### src/verilog/dbg_pkg.sv
//##########################################################################
// debug trace package
// flit, trace port and trace event types shared by the core trace module,
// plus the outgoing packet type codes and the configuration register map.
//##########################################################################

package dbg_pkg;

  // one debug ring flit.
  typedef struct packed {
    logic        valid;
    logic        last;
    logic [15:0] data;
  } dii_flit_t;

  // execution trace port of the core, one retired instruction per strobe.
  typedef struct packed {
    logic        valid;
    logic [31:0] pc;
    logic [31:0] jbtarget;  // jump or branch target.
    logic        jal;
    logic        jr;
  } trace_exec_t;

  // control-flow event as it sits in the queue.
  typedef struct packed {
    logic [31:0] pc;
    logic [31:0] npc;
    logic        kind;      // 0 = jal, 1 = jr.
  } trace_event_t;

  localparam logic KIND_JAL = 1'b0;
  localparam logic KIND_JR  = 1'b1;

  // type codes in the third flit, the event kind goes into bit 0.
  localparam logic [15:0] TYPE_TRACE_EVENT    = 16'h4000;
  localparam logic [15:0] TYPE_TRACE_OVERFLOW = 16'h4010;

  // configuration register addresses.
  localparam logic [15:0] REG_ENABLE     = 16'h0200;
  localparam logic [15:0] REG_EVENT_DEST = 16'h0201;

  // packet lengths in flits.
  localparam int REG_PKT_LEN   = 4;
  localparam int OVF_PKT_LEN   = 4;
  localparam int TRACE_PKT_LEN = 7;

endpackage

### src/verilog/dii_if.sv
//##########################################################################
// debug ring link
// one direction of the debug ring: valid, last and data from the sender,
// ready back from the receiver. a flit moves when valid and ready are high.
//##########################################################################

interface dii_if;

  logic        valid;  // flit present.
  logic        last;   // final flit of a packet.
  logic [15:0] data;
  logic        ready;  // receiver accepts the flit.

  modport sender (
    output valid,
    output last,
    output data,
    input  ready
  );

  modport receiver (
    input  valid,
    input  last,
    input  data,
    output ready
  );

endinterface

### src/verilog/ctm_reg_access.sv
//##########################################################################
// ctm register access
// parses four-flit write packets from the debug ring and holds the trace
// enable and the destination address of outgoing trace packets.
//##########################################################################

module ctm_reg_access
  import dbg_pkg::*;
(
  input  logic        clk,
  input  logic        reset,
  dii_if.receiver     debug_in,
  output logic        enable,
  output logic [15:0] event_dest
);

  logic [2:0]  flit_cnt;   // flits seen so far, saturates past a valid write.
  logic [15:0] reg_addr;   // address from the third flit.
  logic        flit_xfer;
  logic        write_hit;

  assign debug_in.ready = 1'b1;  // register writes never stall the ring.

  assign flit_xfer = debug_in.valid && debug_in.ready;
  // only a packet of exactly four flits carries a write.
  assign write_hit = flit_xfer && debug_in.last && (flit_cnt == 3'(REG_PKT_LEN - 1));

  always_ff @(posedge clk) begin
    if (reset) begin
      flit_cnt <= '0;
    end else if (flit_xfer) begin
      if (debug_in.last) begin
        flit_cnt <= '0;  // next flit starts a new packet.
      end else if (flit_cnt != 3'(REG_PKT_LEN)) begin
        flit_cnt <= flit_cnt + 3'd1;
      end
    end
  end

  always_ff @(posedge clk) begin
    if (flit_xfer && (flit_cnt == 3'(REG_PKT_LEN - 2))) begin
      reg_addr <= debug_in.data;  // latch address flit.
    end
  end

  always_ff @(posedge clk) begin
    if (reset) begin
      enable     <= 1'b0;
      event_dest <= '0;
    end else if (write_hit) begin
      case (reg_addr)
        REG_ENABLE:     enable     <= debug_in.data[0];
        REG_EVENT_DEST: event_dest <= debug_in.data;
        default:        ;  // unknown address, ignore.
      endcase
    end
  end

endmodule

### src/verilog/dbg_ctm_top.sv
//##########################################################################
// core trace top level
// bundles the trace pins and both debug ring links for the core trace
// adapter.
//##########################################################################

module dbg_ctm_top
  import dbg_pkg::*;
#(
  parameter int FIFO_DEPTH = 4
) (
  input  logic        clk,
  input  logic        reset,
  input  logic [15:0] id,
  input  logic        debug_in_valid,
  input  logic        debug_in_last,
  input  logic [15:0] debug_in_data,
  output logic        debug_in_ready,
  output logic        debug_out_valid,
  output logic        debug_out_last,
  output logic [15:0] debug_out_data,
  input  logic        debug_out_ready,
  input  logic        trace_valid,
  input  logic [31:0] trace_pc,
  input  logic [31:0] trace_jbtarget,
  input  logic        trace_jal,
  input  logic        trace_jr
);

  dii_if       debug_in_if ();   // incoming register writes.
  dii_if       debug_out_if ();  // outgoing trace packets.
  trace_exec_t trace_port;

  assign debug_in_if.valid = debug_in_valid;
  assign debug_in_if.last  = debug_in_last;
  assign debug_in_if.data  = debug_in_data;
  assign debug_in_ready    = debug_in_if.ready;

  assign debug_out_valid    = debug_out_if.valid;
  assign debug_out_last     = debug_out_if.last;
  assign debug_out_data     = debug_out_if.data;
  assign debug_out_if.ready = debug_out_ready;

  assign trace_port = '{
    valid:    trace_valid,
    pc:       trace_pc,
    jbtarget: trace_jbtarget,
    jal:      trace_jal,
    jr:       trace_jr
  };

  osd_ctm_mor1kx #(
    .FIFO_DEPTH (FIFO_DEPTH)
  ) u_ctm_mor1kx (
    .clk        (clk),
    .reset      (reset),
    .id         (id),
    .debug_in   (debug_in_if),
    .debug_out  (debug_out_if),
    .trace_port (trace_port)
  );

endmodule

### src/verilog/osd_ctm.sv
//##########################################################################
// generic core trace module
// keeps jal and jr retirements while tracing is enabled, queues them and
// sends them as trace packets on the debug ring.
//##########################################################################

module osd_ctm
  import dbg_pkg::*;
#(
  parameter int FIFO_DEPTH = 4
) (
  input  logic        clk,
  input  logic        reset,
  input  logic [15:0] id,
  dii_if.receiver     debug_in,
  dii_if.sender       debug_out,
  input  logic        trace_valid,
  input  logic [31:0] trace_pc,
  input  logic [31:0] trace_npc,
  input  logic        trace_jal,
  input  logic        trace_jalr
);

  logic         enable;
  logic [15:0]  event_dest;
  logic         keep;        // strobe is a control-flow event to record.
  logic         ev_valid_q;
  trace_event_t ev_q;        // registered event stage.
  trace_event_t fifo_event;
  logic         fifo_empty;
  logic         fifo_pop;
  logic [15:0]  drop_count;
  logic         drop_clear;

  assign keep = trace_valid && enable && (trace_jal || trace_jalr);

  always_ff @(posedge clk) begin
    if (reset) begin
      ev_valid_q <= 1'b0;
    end else begin
      ev_valid_q <= keep;
    end
  end

  always_ff @(posedge clk) begin
    if (keep) begin
      ev_q <= '{pc: trace_pc, npc: trace_npc, kind: trace_jalr ? KIND_JR : KIND_JAL};
    end
  end

  ctm_reg_access u_reg_access (
    .clk        (clk),
    .reset      (reset),
    .debug_in   (debug_in),
    .enable     (enable),
    .event_dest (event_dest)
  );

  trace_event_fifo #(
    .FIFO_DEPTH (FIFO_DEPTH)
  ) u_event_fifo (
    .clk        (clk),
    .reset      (reset),
    .wr_en      (ev_valid_q),
    .wr_event   (ev_q),
    .rd_en      (fifo_pop),
    .rd_event   (fifo_event),
    .empty      (fifo_empty),
    .drop_count (drop_count),
    .drop_clear (drop_clear)
  );

  trace_packetizer u_packetizer (
    .clk        (clk),
    .reset      (reset),
    .id         (id),
    .event_dest (event_dest),
    .ev_empty   (fifo_empty),
    .ev         (fifo_event),
    .ev_pop     (fifo_pop),
    .drop_count (drop_count),
    .drop_clear (drop_clear),
    .debug_out  (debug_out)
  );

  // the core retires one instruction per strobe, never both jump kinds.
  a_one_jump: assert property (@(posedge clk) disable iff (reset)
    trace_valid |-> !(trace_jal && trace_jalr))
    else $error("jal and jalr set on one trace strobe.");

endmodule

### src/verilog/osd_ctm_mor1kx.sv
//##########################################################################
// core trace adapter
// maps the execution trace port of the core onto the generic trace
// inputs of the core trace module.
//##########################################################################

module osd_ctm_mor1kx
  import dbg_pkg::*;
#(
  parameter int FIFO_DEPTH = 4
) (
  input  logic        clk,
  input  logic        reset,
  input  logic [15:0] id,
  dii_if.receiver     debug_in,
  dii_if.sender       debug_out,
  input  trace_exec_t trace_port
);

  logic        trace_valid;
  logic [31:0] trace_pc;
  logic [31:0] trace_npc;
  logic        trace_jal;
  logic        trace_jalr;

  assign trace_valid = trace_port.valid;
  assign trace_pc    = trace_port.pc;
  assign trace_npc   = trace_port.jbtarget;  // target is the next pc of a jump.
  assign trace_jal   = trace_port.jal;
  assign trace_jalr  = trace_port.jr;        // register jump.

  osd_ctm #(
    .FIFO_DEPTH (FIFO_DEPTH)
  ) u_ctm (
    .clk         (clk),
    .reset       (reset),
    .id          (id),
    .debug_in    (debug_in),
    .debug_out   (debug_out),
    .trace_valid (trace_valid),
    .trace_pc    (trace_pc),
    .trace_npc   (trace_npc),
    .trace_jal   (trace_jal),
    .trace_jalr  (trace_jalr)
  );

endmodule

### src/verilog/trace_event_fifo.sv
//##########################################################################
// trace event queue
// circular buffer of trace events with a saturating count of the events
// dropped while the buffer was full.
//##########################################################################

module trace_event_fifo
  import dbg_pkg::*;
#(
  parameter int FIFO_DEPTH = 4
) (
  input  logic         clk,
  input  logic         reset,
  input  logic         wr_en,
  input  trace_event_t wr_event,
  input  logic         rd_en,
  output trace_event_t rd_event,
  output logic         empty,
  output logic [15:0]  drop_count,
  input  logic         drop_clear
);

  localparam int PTR_W = (FIFO_DEPTH > 1) ? $clog2(FIFO_DEPTH) : 1;
  localparam int CNT_W = $clog2(FIFO_DEPTH + 1);

  trace_event_t     mem [FIFO_DEPTH];
  logic [PTR_W-1:0] wr_ptr;
  logic [PTR_W-1:0] rd_ptr;
  logic [CNT_W-1:0] count;   // entries held.
  logic             full;
  logic             do_wr;
  logic             do_rd;
  logic             drop;    // write lost to a full queue.

  function automatic logic [PTR_W-1:0] ptr_inc(input logic [PTR_W-1:0] ptr);
    return (ptr == PTR_W'(FIFO_DEPTH - 1)) ? '0 : ptr + 1'b1;
  endfunction

  assign full     = (count == CNT_W'(FIFO_DEPTH));
  assign empty    = (count == '0);
  assign do_wr    = wr_en && !full;
  assign drop     = wr_en && full;
  assign do_rd    = rd_en && !empty;
  assign rd_event = mem[rd_ptr];  // head entry, valid when not empty.

  always_ff @(posedge clk) begin
    if (do_wr) begin
      mem[wr_ptr] <= wr_event;
    end
  end

  always_ff @(posedge clk) begin
    if (reset) begin
      wr_ptr <= '0;
      rd_ptr <= '0;
      count  <= '0;
    end else begin
      if (do_wr) wr_ptr <= ptr_inc(wr_ptr);
      if (do_rd) rd_ptr <= ptr_inc(rd_ptr);
      case ({do_wr, do_rd})
        2'b10:   count <= count + 1'b1;
        2'b01:   count <= count - 1'b1;
        default: ;  // both or neither, level unchanged.
      endcase
    end
  end

  // a drop on the clearing edge starts the next count at one.
  always_ff @(posedge clk) begin
    if (reset) begin
      drop_count <= '0;
    end else if (drop_clear) begin
      drop_count <= drop ? 16'd1 : 16'd0;
    end else if (drop && (drop_count != 16'hffff)) begin
      drop_count <= drop_count + 16'd1;
    end
  end

  a_no_read_empty: assert property (@(posedge clk) disable iff (reset) rd_en |-> !empty)
    else $error("event queue read while empty.");

  a_drop_stable: assert property (@(posedge clk) disable iff (reset)
    !drop && !drop_clear |=> $stable(drop_count))
    else $error("drop count moved without a drop.");

endmodule

### src/verilog/trace_packetizer.sv
//##########################################################################
// trace packetizer
// pops queued events and sends them as seven-flit trace packets; pending
// drops are reported first in a four-flit overflow packet.
//##########################################################################

module trace_packetizer
  import dbg_pkg::*;
(
  input  logic         clk,
  input  logic         reset,
  input  logic [15:0]  id,
  input  logic [15:0]  event_dest,
  input  logic         ev_empty,
  input  trace_event_t ev,
  output logic         ev_pop,
  input  logic [15:0]  drop_count,
  output logic         drop_clear,
  dii_if.sender        debug_out
);

  typedef enum logic [1:0] {
    S_IDLE,
    S_OVF,
    S_EVT
  } state_t;

  state_t       state_q;
  logic [2:0]   idx_q;     // index of the flit held in flit_q.
  logic [2:0]   nxt_idx;
  trace_event_t ev_q;      // event being sent.
  dii_flit_t    flit_q;    // registered output flit.
  dii_flit_t    nxt_flit;
  logic         advance;   // current flit is taken this cycle.

  assign advance = flit_q.valid && debug_out.ready;
  assign nxt_idx = idx_q + 3'd1;
  // overflow reports win over queued events.
  assign ev_pop  = (state_q == S_IDLE) && (drop_count == '0) && !ev_empty;
  // count is sampled into the last flit and cleared on the same edge.
  assign drop_clear = (state_q == S_OVF) && advance && (nxt_idx == 3'(OVF_PKT_LEN - 1));

  always_comb begin
    nxt_flit.valid = 1'b1;
    nxt_flit.data  = id;  // second flit of both packet kinds.
    if (state_q == S_OVF) begin
      nxt_flit.last = (nxt_idx == 3'(OVF_PKT_LEN - 1));
      case (nxt_idx)
        3'd2:    nxt_flit.data = TYPE_TRACE_OVERFLOW;
        3'd3:    nxt_flit.data = drop_count;
        default: ;
      endcase
    end else begin
      nxt_flit.last = (nxt_idx == 3'(TRACE_PKT_LEN - 1));
      case (nxt_idx)
        3'd2:    nxt_flit.data = TYPE_TRACE_EVENT | {15'd0, ev_q.kind};
        3'd3:    nxt_flit.data = ev_q.pc[31:16];
        3'd4:    nxt_flit.data = ev_q.pc[15:0];
        3'd5:    nxt_flit.data = ev_q.npc[31:16];
        3'd6:    nxt_flit.data = ev_q.npc[15:0];
        default: ;
      endcase
    end
  end

  always_ff @(posedge clk) begin
    if (ev_pop) begin
      ev_q <= ev;
    end
  end

  always_ff @(posedge clk) begin
    if (reset) begin
      state_q      <= S_IDLE;
      idx_q        <= '0;
      flit_q.valid <= 1'b0;
    end else begin
      case (state_q)
        S_IDLE: begin
          if (drop_count != '0) begin
            state_q <= S_OVF;
            idx_q   <= '0;
            flit_q  <= '{valid: 1'b1, last: 1'b0, data: event_dest};
          end else if (!ev_empty) begin
            state_q <= S_EVT;  // event popped this cycle.
            idx_q   <= '0;
            flit_q  <= '{valid: 1'b1, last: 1'b0, data: event_dest};
          end
        end
        default: begin
          if (advance) begin
            if (flit_q.last) begin
              state_q      <= S_IDLE;
              flit_q.valid <= 1'b0;
            end else begin
              idx_q  <= nxt_idx;
              flit_q <= nxt_flit;
            end
          end
        end
      endcase
    end
  end

  assign debug_out.valid = flit_q.valid;
  assign debug_out.last  = flit_q.last;
  assign debug_out.data  = flit_q.data;

  a_flit_hold: assert property (@(posedge clk) disable iff (reset)
    debug_out.valid && !debug_out.ready
    |=> $stable({debug_out.valid, debug_out.last, debug_out.data}))
    else $error("outgoing flit changed while stalled.");

endmodule
### config.mk
export PLATFORM = sky130hd
export DESIGN_NAME = dbg_ctm_top
export DESIGN_NICKNAME = d
export VERILOG_FILES = /design/src/verilog/dbg_pkg.sv /design/src/verilog/dii_if.sv /design/src/verilog/ctm_reg_access.sv /design/src/verilog/dbg_ctm_top.sv /design/src/verilog/osd_ctm.sv /design/src/verilog/osd_ctm_mor1kx.sv /design/src/verilog/trace_event_fifo.sv /design/src/verilog/trace_packetizer.sv
export SDC_FILE = /design/constraint.sdc
export NUM_CORES = 1
export LEC_CHECK = 0
export BUFFER_PORTS_ARGS = -buffer_cell sky130_fd_sc_hd__buf_4
export CAP_MARGIN = 20
export CORE_MARGIN = 2
export CORE_UTILIZATION = 64
export DETAILED_ROUTE_END_ITERATION = 10
export HOLD_SLACK_MARGIN = 0.03
export PLACE_DENSITY = 0.84
export SLEW_MARGIN = 25
export SYNTH_ARGS = -nofsm -noshare
export SYNTH_HDL_FRONTEND = slang
export SYNTH_SLANG_ARGS = --single-unit
### constraint.sdc
create_clock -name clk -period 11.8 [get_ports clk]
set_clock_uncertainty 0.1 [all_clocks]
set_input_delay 1.18 -clock clk [delete_from_list [all_inputs] [get_ports clk]]
set_output_delay 1.18 -clock clk [all_outputs]
set_load 0.1 [all_outputs]
After elaboration in Yosys (flattened, before gate mapping)

Memories as Yosys holds them, arrays and structs flattened. A register that Yosys moved wholly into a read port is not among the register bits.
Cells that the tools add are included.

Add/sub/neg operators: 7
Bitwise logic cells: 1
Equality and inequality tests: 19
Reductions and logical operators: 34
Muxes and demuxes: 30

Operator list:

| kind                    | number |
|---|---|
| $pmux W16 S5            | 1 |
| $mux W18                | 4 |
| $mux W17                | 2 |
| $eq A16 B10 Y1 const B  | 2 |
| $mux W16                | 2 |
| $pmux W16 S2            | 1 |
| $mux W3                 | 7 |
| $add A16 B1 Y16 const B | 1 |
| $logic_not A16 Y1       | 1 |
| $ne A16 B16 Y1 const B  | 1 |
| $reduce_bool A16 Y1     | 1 |
| $logic_and A1 B1 Y1     | 14 |
| $mux W2                 | 7 |
| $eq A3 B2 Y1 const B    | 4 |
| $eq A3 B3 Y1 const B    | 4 |
| $reduce_bool A2 Y1      | 5 |
| $add A3 B1 Y3 const B   | 3 |
| $reduce_and A3 Y1       | 3 |
| $reduce_and A2 Y1       | 4 |
| $eq A2 B2 Y1 const B    | 3 |
| $ne A3 B3 Y1 const B    | 2 |
| $pmux W3 S2             | 1 |
| $mux W1                 | 5 |
| $add A2 B1 Y2 const B   | 2 |
| other kinds (9)         | 11 |

Bits in registers: 148
Memory bits (writable): 260
Input bits: 104
Memories kept: 1

Memories:

| name                                | depth | bits a word | read ports | clocked after Yosys merged registers in | wr ports | line                   | text |
|---|---|---|---|---|---|---|---|
| u_ctm_mor1kx.u_ctm.u_event_fifo.mem | 4     | 65          | 1          | 1                                       | 1        | trace_event_fifo.sv:26 | `trace_event_t mem [FIFO_DEPTH];` |

Logic depth before layout (Yosys ltp)

Depth after elaboration: 7
Mapped depth: 11
Gate-level depth less buffers: 11

By module

Synthesis repeated with hierarchy kept, for this count alone.

Cell total of the unflattened synthesis: 986
Area, all modules: 18148.7 µm²

Modules (own cells, without submodules):

| module           | sequential area each (µm²) | times used | area an instance (µm²) | cells an instance |
|---|---|---|---|---|
| trace_event_fifo | 8308.0                     | 1          | 10681.5                | 494 |
| trace_packetizer | 2582.5                     | 1          | 3956.3                 | 297 |
| osd_ctm          | 1971.9                     | 1          | 1995.7                 | 68 |
| ctm_reg_access   | 880.8                      | 1          | 1515.2                 | 127 |

Worst setup path after synthesis

OpenSTA, ideal clock, no wires.

Kind: reg-to-reg
From: register u_ctm_mor1kx.u_ctm.u_packetizer.state_q[0]
To: register u_ctm_mor1kx.u_ctm.u_event_fifo.count[2]
Setup time: 0.071 ns
Path slack: 4.345 ns
Arrival time: 7.284 ns
Data required time: 11.629 ns
Path buffers: 2
Period minus slack after synthesis: 7.455 ns
Cell stages (with the launch flop): 11
Path through: dfxtp_1 > clkbuf_1 > or2_2 > clkbuf_1 > nor3_1 > ha_1 > inv_1 > fa_1 > xor2_1 > or3_1 > a21oi_1

Longest elaborated chain between the ends: 6

RTL lines:

| what                                              | line                   | text |
|---|---|---|
| start, declared                                   | trace_packetizer.sv:28 | `state_t state_q;` |
| start signal, assigned                            | trace_packetizer.sv:74 | `state_q <= S_IDLE;` |
| start signal, assigned                            | trace_packetizer.sv:81 | `state_q <= S_OVF;` |
| start signal, assigned                            | trace_packetizer.sv:85 | `state_q <= S_EVT;` |
| $logic_not A2 Y1 (*)                              | trace_packetizer.sv:39 | `assign ev_pop = (state_q == S_IDLE) && (drop_count == '0) && !ev_empty;` |
| $logic_and A1 B1 Y1 (*) (2 in series)             | trace_packetizer.sv:39 |  |
| named net u_ctm_mor1kx.u_ctm.fifo_pop             | osd_ctm.sv:31          | `logic fifo_pop;` |
| $logic_and A1 B1 Y1 (*)                           | trace_event_fifo.sv:43 | `assign do_rd = rd_en && !empty;` |
| $eq A2 B1 Y1 or $eq A2 B2 Y1 (tied branches)      | trace_event_fifo.sv:60 | `case ({do_wr, do_rd})` |
| $pmux W3 S2 or $reduce_bool A2 Y1 (tied branches) | n/a                    |  |
| end signal, assigned                              | trace_event_fifo.sv:61 | `2'b10: count <= count + 1'b1;` |
| end signal, assigned                              | trace_event_fifo.sv:62 | `2'b01: count <= count - 1'b1;` |
| end, declared                                     | trace_event_fifo.sv:29 | `logic [CNT_W-1:0] count;` |

Mark *: on every way through the listed nets, which the timed path passes. The rest lies on a longest branch.
A chain may end at the register's enable or synchronous reset.

Final worst setup path

From: register u_ctm_mor1kx.u_ctm.u_event_fifo.drop_count[0]
To: register u_ctm_mor1kx.u_ctm.u_event_fifo.count[2]

Longest elaborated chain between the ends: 6

RTL lines:

| what                                              | line                   | text |
|---|---|---|
| start, declared                                   | trace_event_fifo.sv:19 | `output logic [15:0] drop_count,` |
| start signal, assigned                            | trace_event_fifo.sv:73 | `drop_count <= drop ? 16'd1 : 16'd0;` |
| start signal, assigned                            | trace_event_fifo.sv:75 | `drop_count <= drop_count + 16'd1;` |
| $logic_not A16 Y1 (*)                             | trace_packetizer.sv:39 |  |
| $logic_and A1 B1 Y1 (*) (2 in series)             | trace_packetizer.sv:39 |  |
| named net u_ctm_mor1kx.u_ctm.fifo_pop             | osd_ctm.sv:31          |  |
| $logic_and A1 B1 Y1 (*)                           | trace_event_fifo.sv:43 |  |
| $eq A2 B1 Y1 or $eq A2 B2 Y1 (tied branches)      | trace_event_fifo.sv:60 |  |
| $pmux W3 S2 or $reduce_bool A2 Y1 (tied branches) | n/a                    |  |

Marks and branches as above.

==> summary.md <==
| Metric | Value |
|---|---|
| Type of the worst setup path | `reg -> reg` |
| Clock Tree Buf Depth | `3` |
| Synth warnings | `0` |
| Mapped Area | `18,100 µm²` |
| Worst-Margin Slew | `1070 ps` |
| Worst EP required | `12,160 ps` |
| DRC Markers | `0` |
| Synthesized flop and latch total | `473` |
| Pwr Density | `187 nW/µm²` |
| Number of setup violations in the final report | `0` |
| CP arrival | `4160 ps` |
| Top cells by area, synth | `edfxtp_1 70%, mux4_2 8.1%, dfxtp_1 5.5%` |
| Drt total wl | `39,400 µm` |
| M1 WL | `16,600 µm` |
| CP Max Fanout | `66` |
| Startpoint type of the worst setup path | `flip-flop` |
| Fin nets | `1,234` |
| GRT overflow | `0` |
| Final Cell Area | `20,800 µm²` |
| Worst hold path class | `reg -> reg` |
| Initial DRC count | `1,075` |
| FF/Latch Area | `13,700 µm²` |
| Fmax | `0.263 GHz` |
| Fill count | `1,616` |
| Fin. Hold Viols | `0` |
| CP peak stage delay | `700 ps` |
| Rows | `61` |
| ANT cells | `0` |
| I/O pin cnt | `123` |
| Synth cell types | `55` |
| Core Box Area | `27,800 µm²` |
| Drt first pass iters | `5` |
| Vias in the first global route | `9,588` |
| Async set-or-reset flop fraction in the synthesized netlist | `0` |
| Crit. End Element | `flip-flop` |
| TritonCTS clock tree | `yes` |
| Clock slew at reported path FFs | `70 ps` |
| Initial antenna violation count | `0` |
| First-pass GRT wire length | `58,900 µm` |
| Dpl hpwl | `23,300 µm` |
| EDFF count, synth | `423` |
| Via/cell ratio | `6.32` |
| Pleak | `6.76 nW` |
| Number of port buffers | `121` |
| Die area | `29,600 µm²` |
| Gr usage total | `0.273` |
| Synth Instances | `986` |
| Met2 routed WL | `19,500 µm` |
| Register area share after synthesis | `0.758` |
| # Post-CTS Setup Buffers | `0` |
| Total CTS buffers | `45` |
| Post-CTS sizing | `0` |
| Tot Pwr | `0.00387 W` |
| Chip width | `172 µm` |
| Clk_lat worst skew | `540 ps` |
| Largest area contributor in the netlist | `edfxtp_1` |
| Met3 Wirelength | `2450 µm` |
| Slew headroom | `0.290` |
| Highest Signal Layer | `met4` |
| Synth Flop Type | `edfxtp_1` |
| Worst Setup EP | `u_ctm_mor1kx.u_ctm.u_event_fifo.count[2]` |
| Area of the multi-input gates | `4100 µm²` |
| Die height | `172 µm` |
| Synth top area share | `0.703` |
| Worst Setup SP | `u_ctm_mor1kx.u_ctm.u_event_fifo.drop_count[0]` |
| Reg2Reg Depth | `12` |
| Tmin final | `3810 ps` |
| Syn Nets | `1,108` |
| Status | `complete, no violations` |
| Final Cycle Share | `0.323` |
| Worst path slowest cell | `buf_4` |
| Cts hold-fix bufs | `0` |
| R2R setup slack | `7990 ps` |
| Setup TNS | `0 ps` |
| GPL Wtd Cong | `0.933` |
| H-tree depth | `2` |
| RR Startpoint | `u_ctm_mor1kx.u_ctm.u_event_fifo.drop_count[0]` |
| Max Cap Viol | `0` |
| Largest net degree at the start of global routing | `68` |
| Syn avg cell area | `18.3 µm²` |
| Synth-to-layout area growth | `14.8%` |
| VDD IR-drop max | `128 µV` |
| R2r endpoint | `u_ctm_mor1kx.u_ctm.u_event_fifo.count[2]` |
| Fin. max-slew vios | `0` |
| CTS sink count | `473` |
| Routed Antenna Nets | `0` |
| CTS root buffer | `clkbuf_16` |
| DP Area | `19,300 µm²` |
| Vias | `9,633` |
| Routed WL per cell | `25.9 µm` |
| Unrepaired setup endpoints after global routing | `false` |
| Cell Chain, Critical Path | `inv_1 > ha_1 > nor4b_1 > nand4_1 > nor3_2 > buf_4 > ha_1 > inv_1 > fa_1 > xor2_1 > or3_1 > a21oi_1` |
| Initial core utilization | `0.651` |
| Share of cells above drive strength 1 | `0.236` |
==> stage by stage <==
| stage | utilization | worst slack, ps | hold WS, ps | cells |
|---|---|---|---|---|
| detailed placement | 0.696 | 8030 | 359 | 1443 |
| global placement | 0.696 | 8130 | 362 | 1443 |
| finish | 0.747 | 7990 | 374 | 1524 |
| CTS | 0.747 | 7980 | 376 | 1524 |
| global route | 0.747 | 7680 | 399 | 1524 |
| floorplan | - | 4340 | 344 | 986 |
==> cells in the final DEF (no fill, tap or decap), drive strengths merged, types with 3 or more instances in the layout <==
master / count
o21ai: 12
ha: 17
a22o: 30
nand2b: 37
dfxtp: 50
clkinv: 19
nand3: 14
buf: 131
a22oi: 16
or3: 3
bufinv: 4
nor4: 7
o31ai: 12
nor2b: 20
and3: 4
a21oi: 35
a211oi: 18
nand2: 8
or4: 9
o311ai: 3
clkbuf: 53
o22ai: 14
nor3: 7
mux2i: 21
and2: 8
nand4: 9
a31oi: 8
edfxtp: 423
o41ai: 4
and4: 6
mux4: 65
nor2: 30
inv: 23
o21a: 3
==> layer usage <==
metal  up-vias  global-route usage
met5         -                   0
met4         0              0.0720
met3        72              0.0401
met2       413               0.448
met1      4891               0.395
li1       4257                   -
==> sequential cells by signal (all words and copies together), names as in the netlist, 2 cells and up <==
name and flops:
u_ctm_mor1kx.u_ctm.u_packetizer.debug_out.data 16, u_ctm_mor1kx.u_ctm.u_reg_access.event_dest 16, u_ctm_mor1kx.u_ctm.u_packetizer.state_q 2, u_ctm_mor1kx.u_ctm.ev_q 65, u_ctm_mor1kx.u_ctm.u_event_fifo.mem 260, u_ctm_mor1kx.u_ctm.u_event_fifo.wr_ptr 2, u_ctm_mor1kx.u_ctm.u_event_fifo.count 3, u_ctm_mor1kx.u_ctm.u_reg_access.reg_addr 16
u_ctm_mor1kx.u_ctm.u_packetizer.idx_q 3, u_ctm_mor1kx.u_ctm.u_reg_access.flit_cnt 3, u_ctm_mor1kx.u_ctm.u_event_fifo.drop_count 16, u_ctm_mor1kx.u_ctm.u_packetizer.ev_q 65, u_ctm_mor1kx.u_ctm.u_event_fifo.rd_ptr 2
==> cells in the mapped netlist, types with 9 or more instances <==
master,n
nor2b_1,20
clkbuf_1,38
nand2b_1,37
inv_1,20
mux4_2,65
a21oi_1,35
mux2i_1,21
ha_1,17
a22oi_1,16
o31ai_1,12
o21ai_0,12
dfxtp_1,50
nand4_1,9
or4_1,9
edfxtp_1,423
a211oi_1,18
nor2_1,30
a22o_1,30
o22ai_1,14
nand3_1,14
==> how the worst min path moves through the flow <==
stage,cells past startpoint,endpoint,start
3_3_place_gp,2,u_ctm_mor1kx.u_ctm.u_reg_access.event_dest[12],u_ctm_mor1kx.u_ctm.u_reg_access.event_dest[12]
3_5_place_dp,2,u_ctm_mor1kx.u_ctm.u_reg_access.event_dest[9],u_ctm_mor1kx.u_ctm.u_reg_access.event_dest[9]
6_report,2,u_ctm_mor1kx.u_ctm.u_reg_access.event_dest[9],u_ctm_mor1kx.u_ctm.u_reg_access.event_dest[9]
2_1_floorplan,2,u_ctm_mor1kx.u_ctm.u_reg_access.event_dest[0],u_ctm_mor1kx.u_ctm.u_reg_access.event_dest[0]
5_1_grt,2,u_ctm_mor1kx.u_ctm.u_reg_access.event_dest[11],u_ctm_mor1kx.u_ctm.u_reg_access.event_dest[11]
4_1_cts,2,u_ctm_mor1kx.u_ctm.u_reg_access.event_dest[9],u_ctm_mor1kx.u_ctm.u_reg_access.event_dest[9]
==> worst max-delay path, delay by kind of cell (launching register included) <==
kind,cells,cell delay [ps]
xor+xnor,1,160
flops,1,340
buf+inv,3,870
fa+ha+maj,3,910
simple gates,4,1200
compound gates,1,130
==> power breakdown <==
part           switching, W  internal [W]  leakage [nW]
Sequential        0.0000781       0.00194          4.21
Combinational      0.000286      0.000183          1.85
Clock              0.000590      0.000799         0.690
Total              0.000954       0.00292          6.76
==> cells by family after synthesis <==
family	count (synthesis)	synth area share
flops	473	0.758
simple gates	170	0.0559
compound gates	164	0.0633
mux	86	0.0926
buf+inv	72	0.0161
fa+ha+maj	18	0.0129
xor+xnor	2	0.000969
other cells	1	0.000207
==> layout make-up <==
| cell class | count | share of cell area |
|---|---|---|
| clock inverter | 28 | 0.0116 |
| sequential | 473 | 0.660 |
| timing repair buffer | 131 | 0.0474 |
| multi-input combinational | 441 | 0.198 |
| tap | 378 | 0.0228 |
| clock buffer | 53 | 0.0567 |
| inverter | 20 | 0.00362 |
No activity file was read; power rests on OpenSTA's default activity.
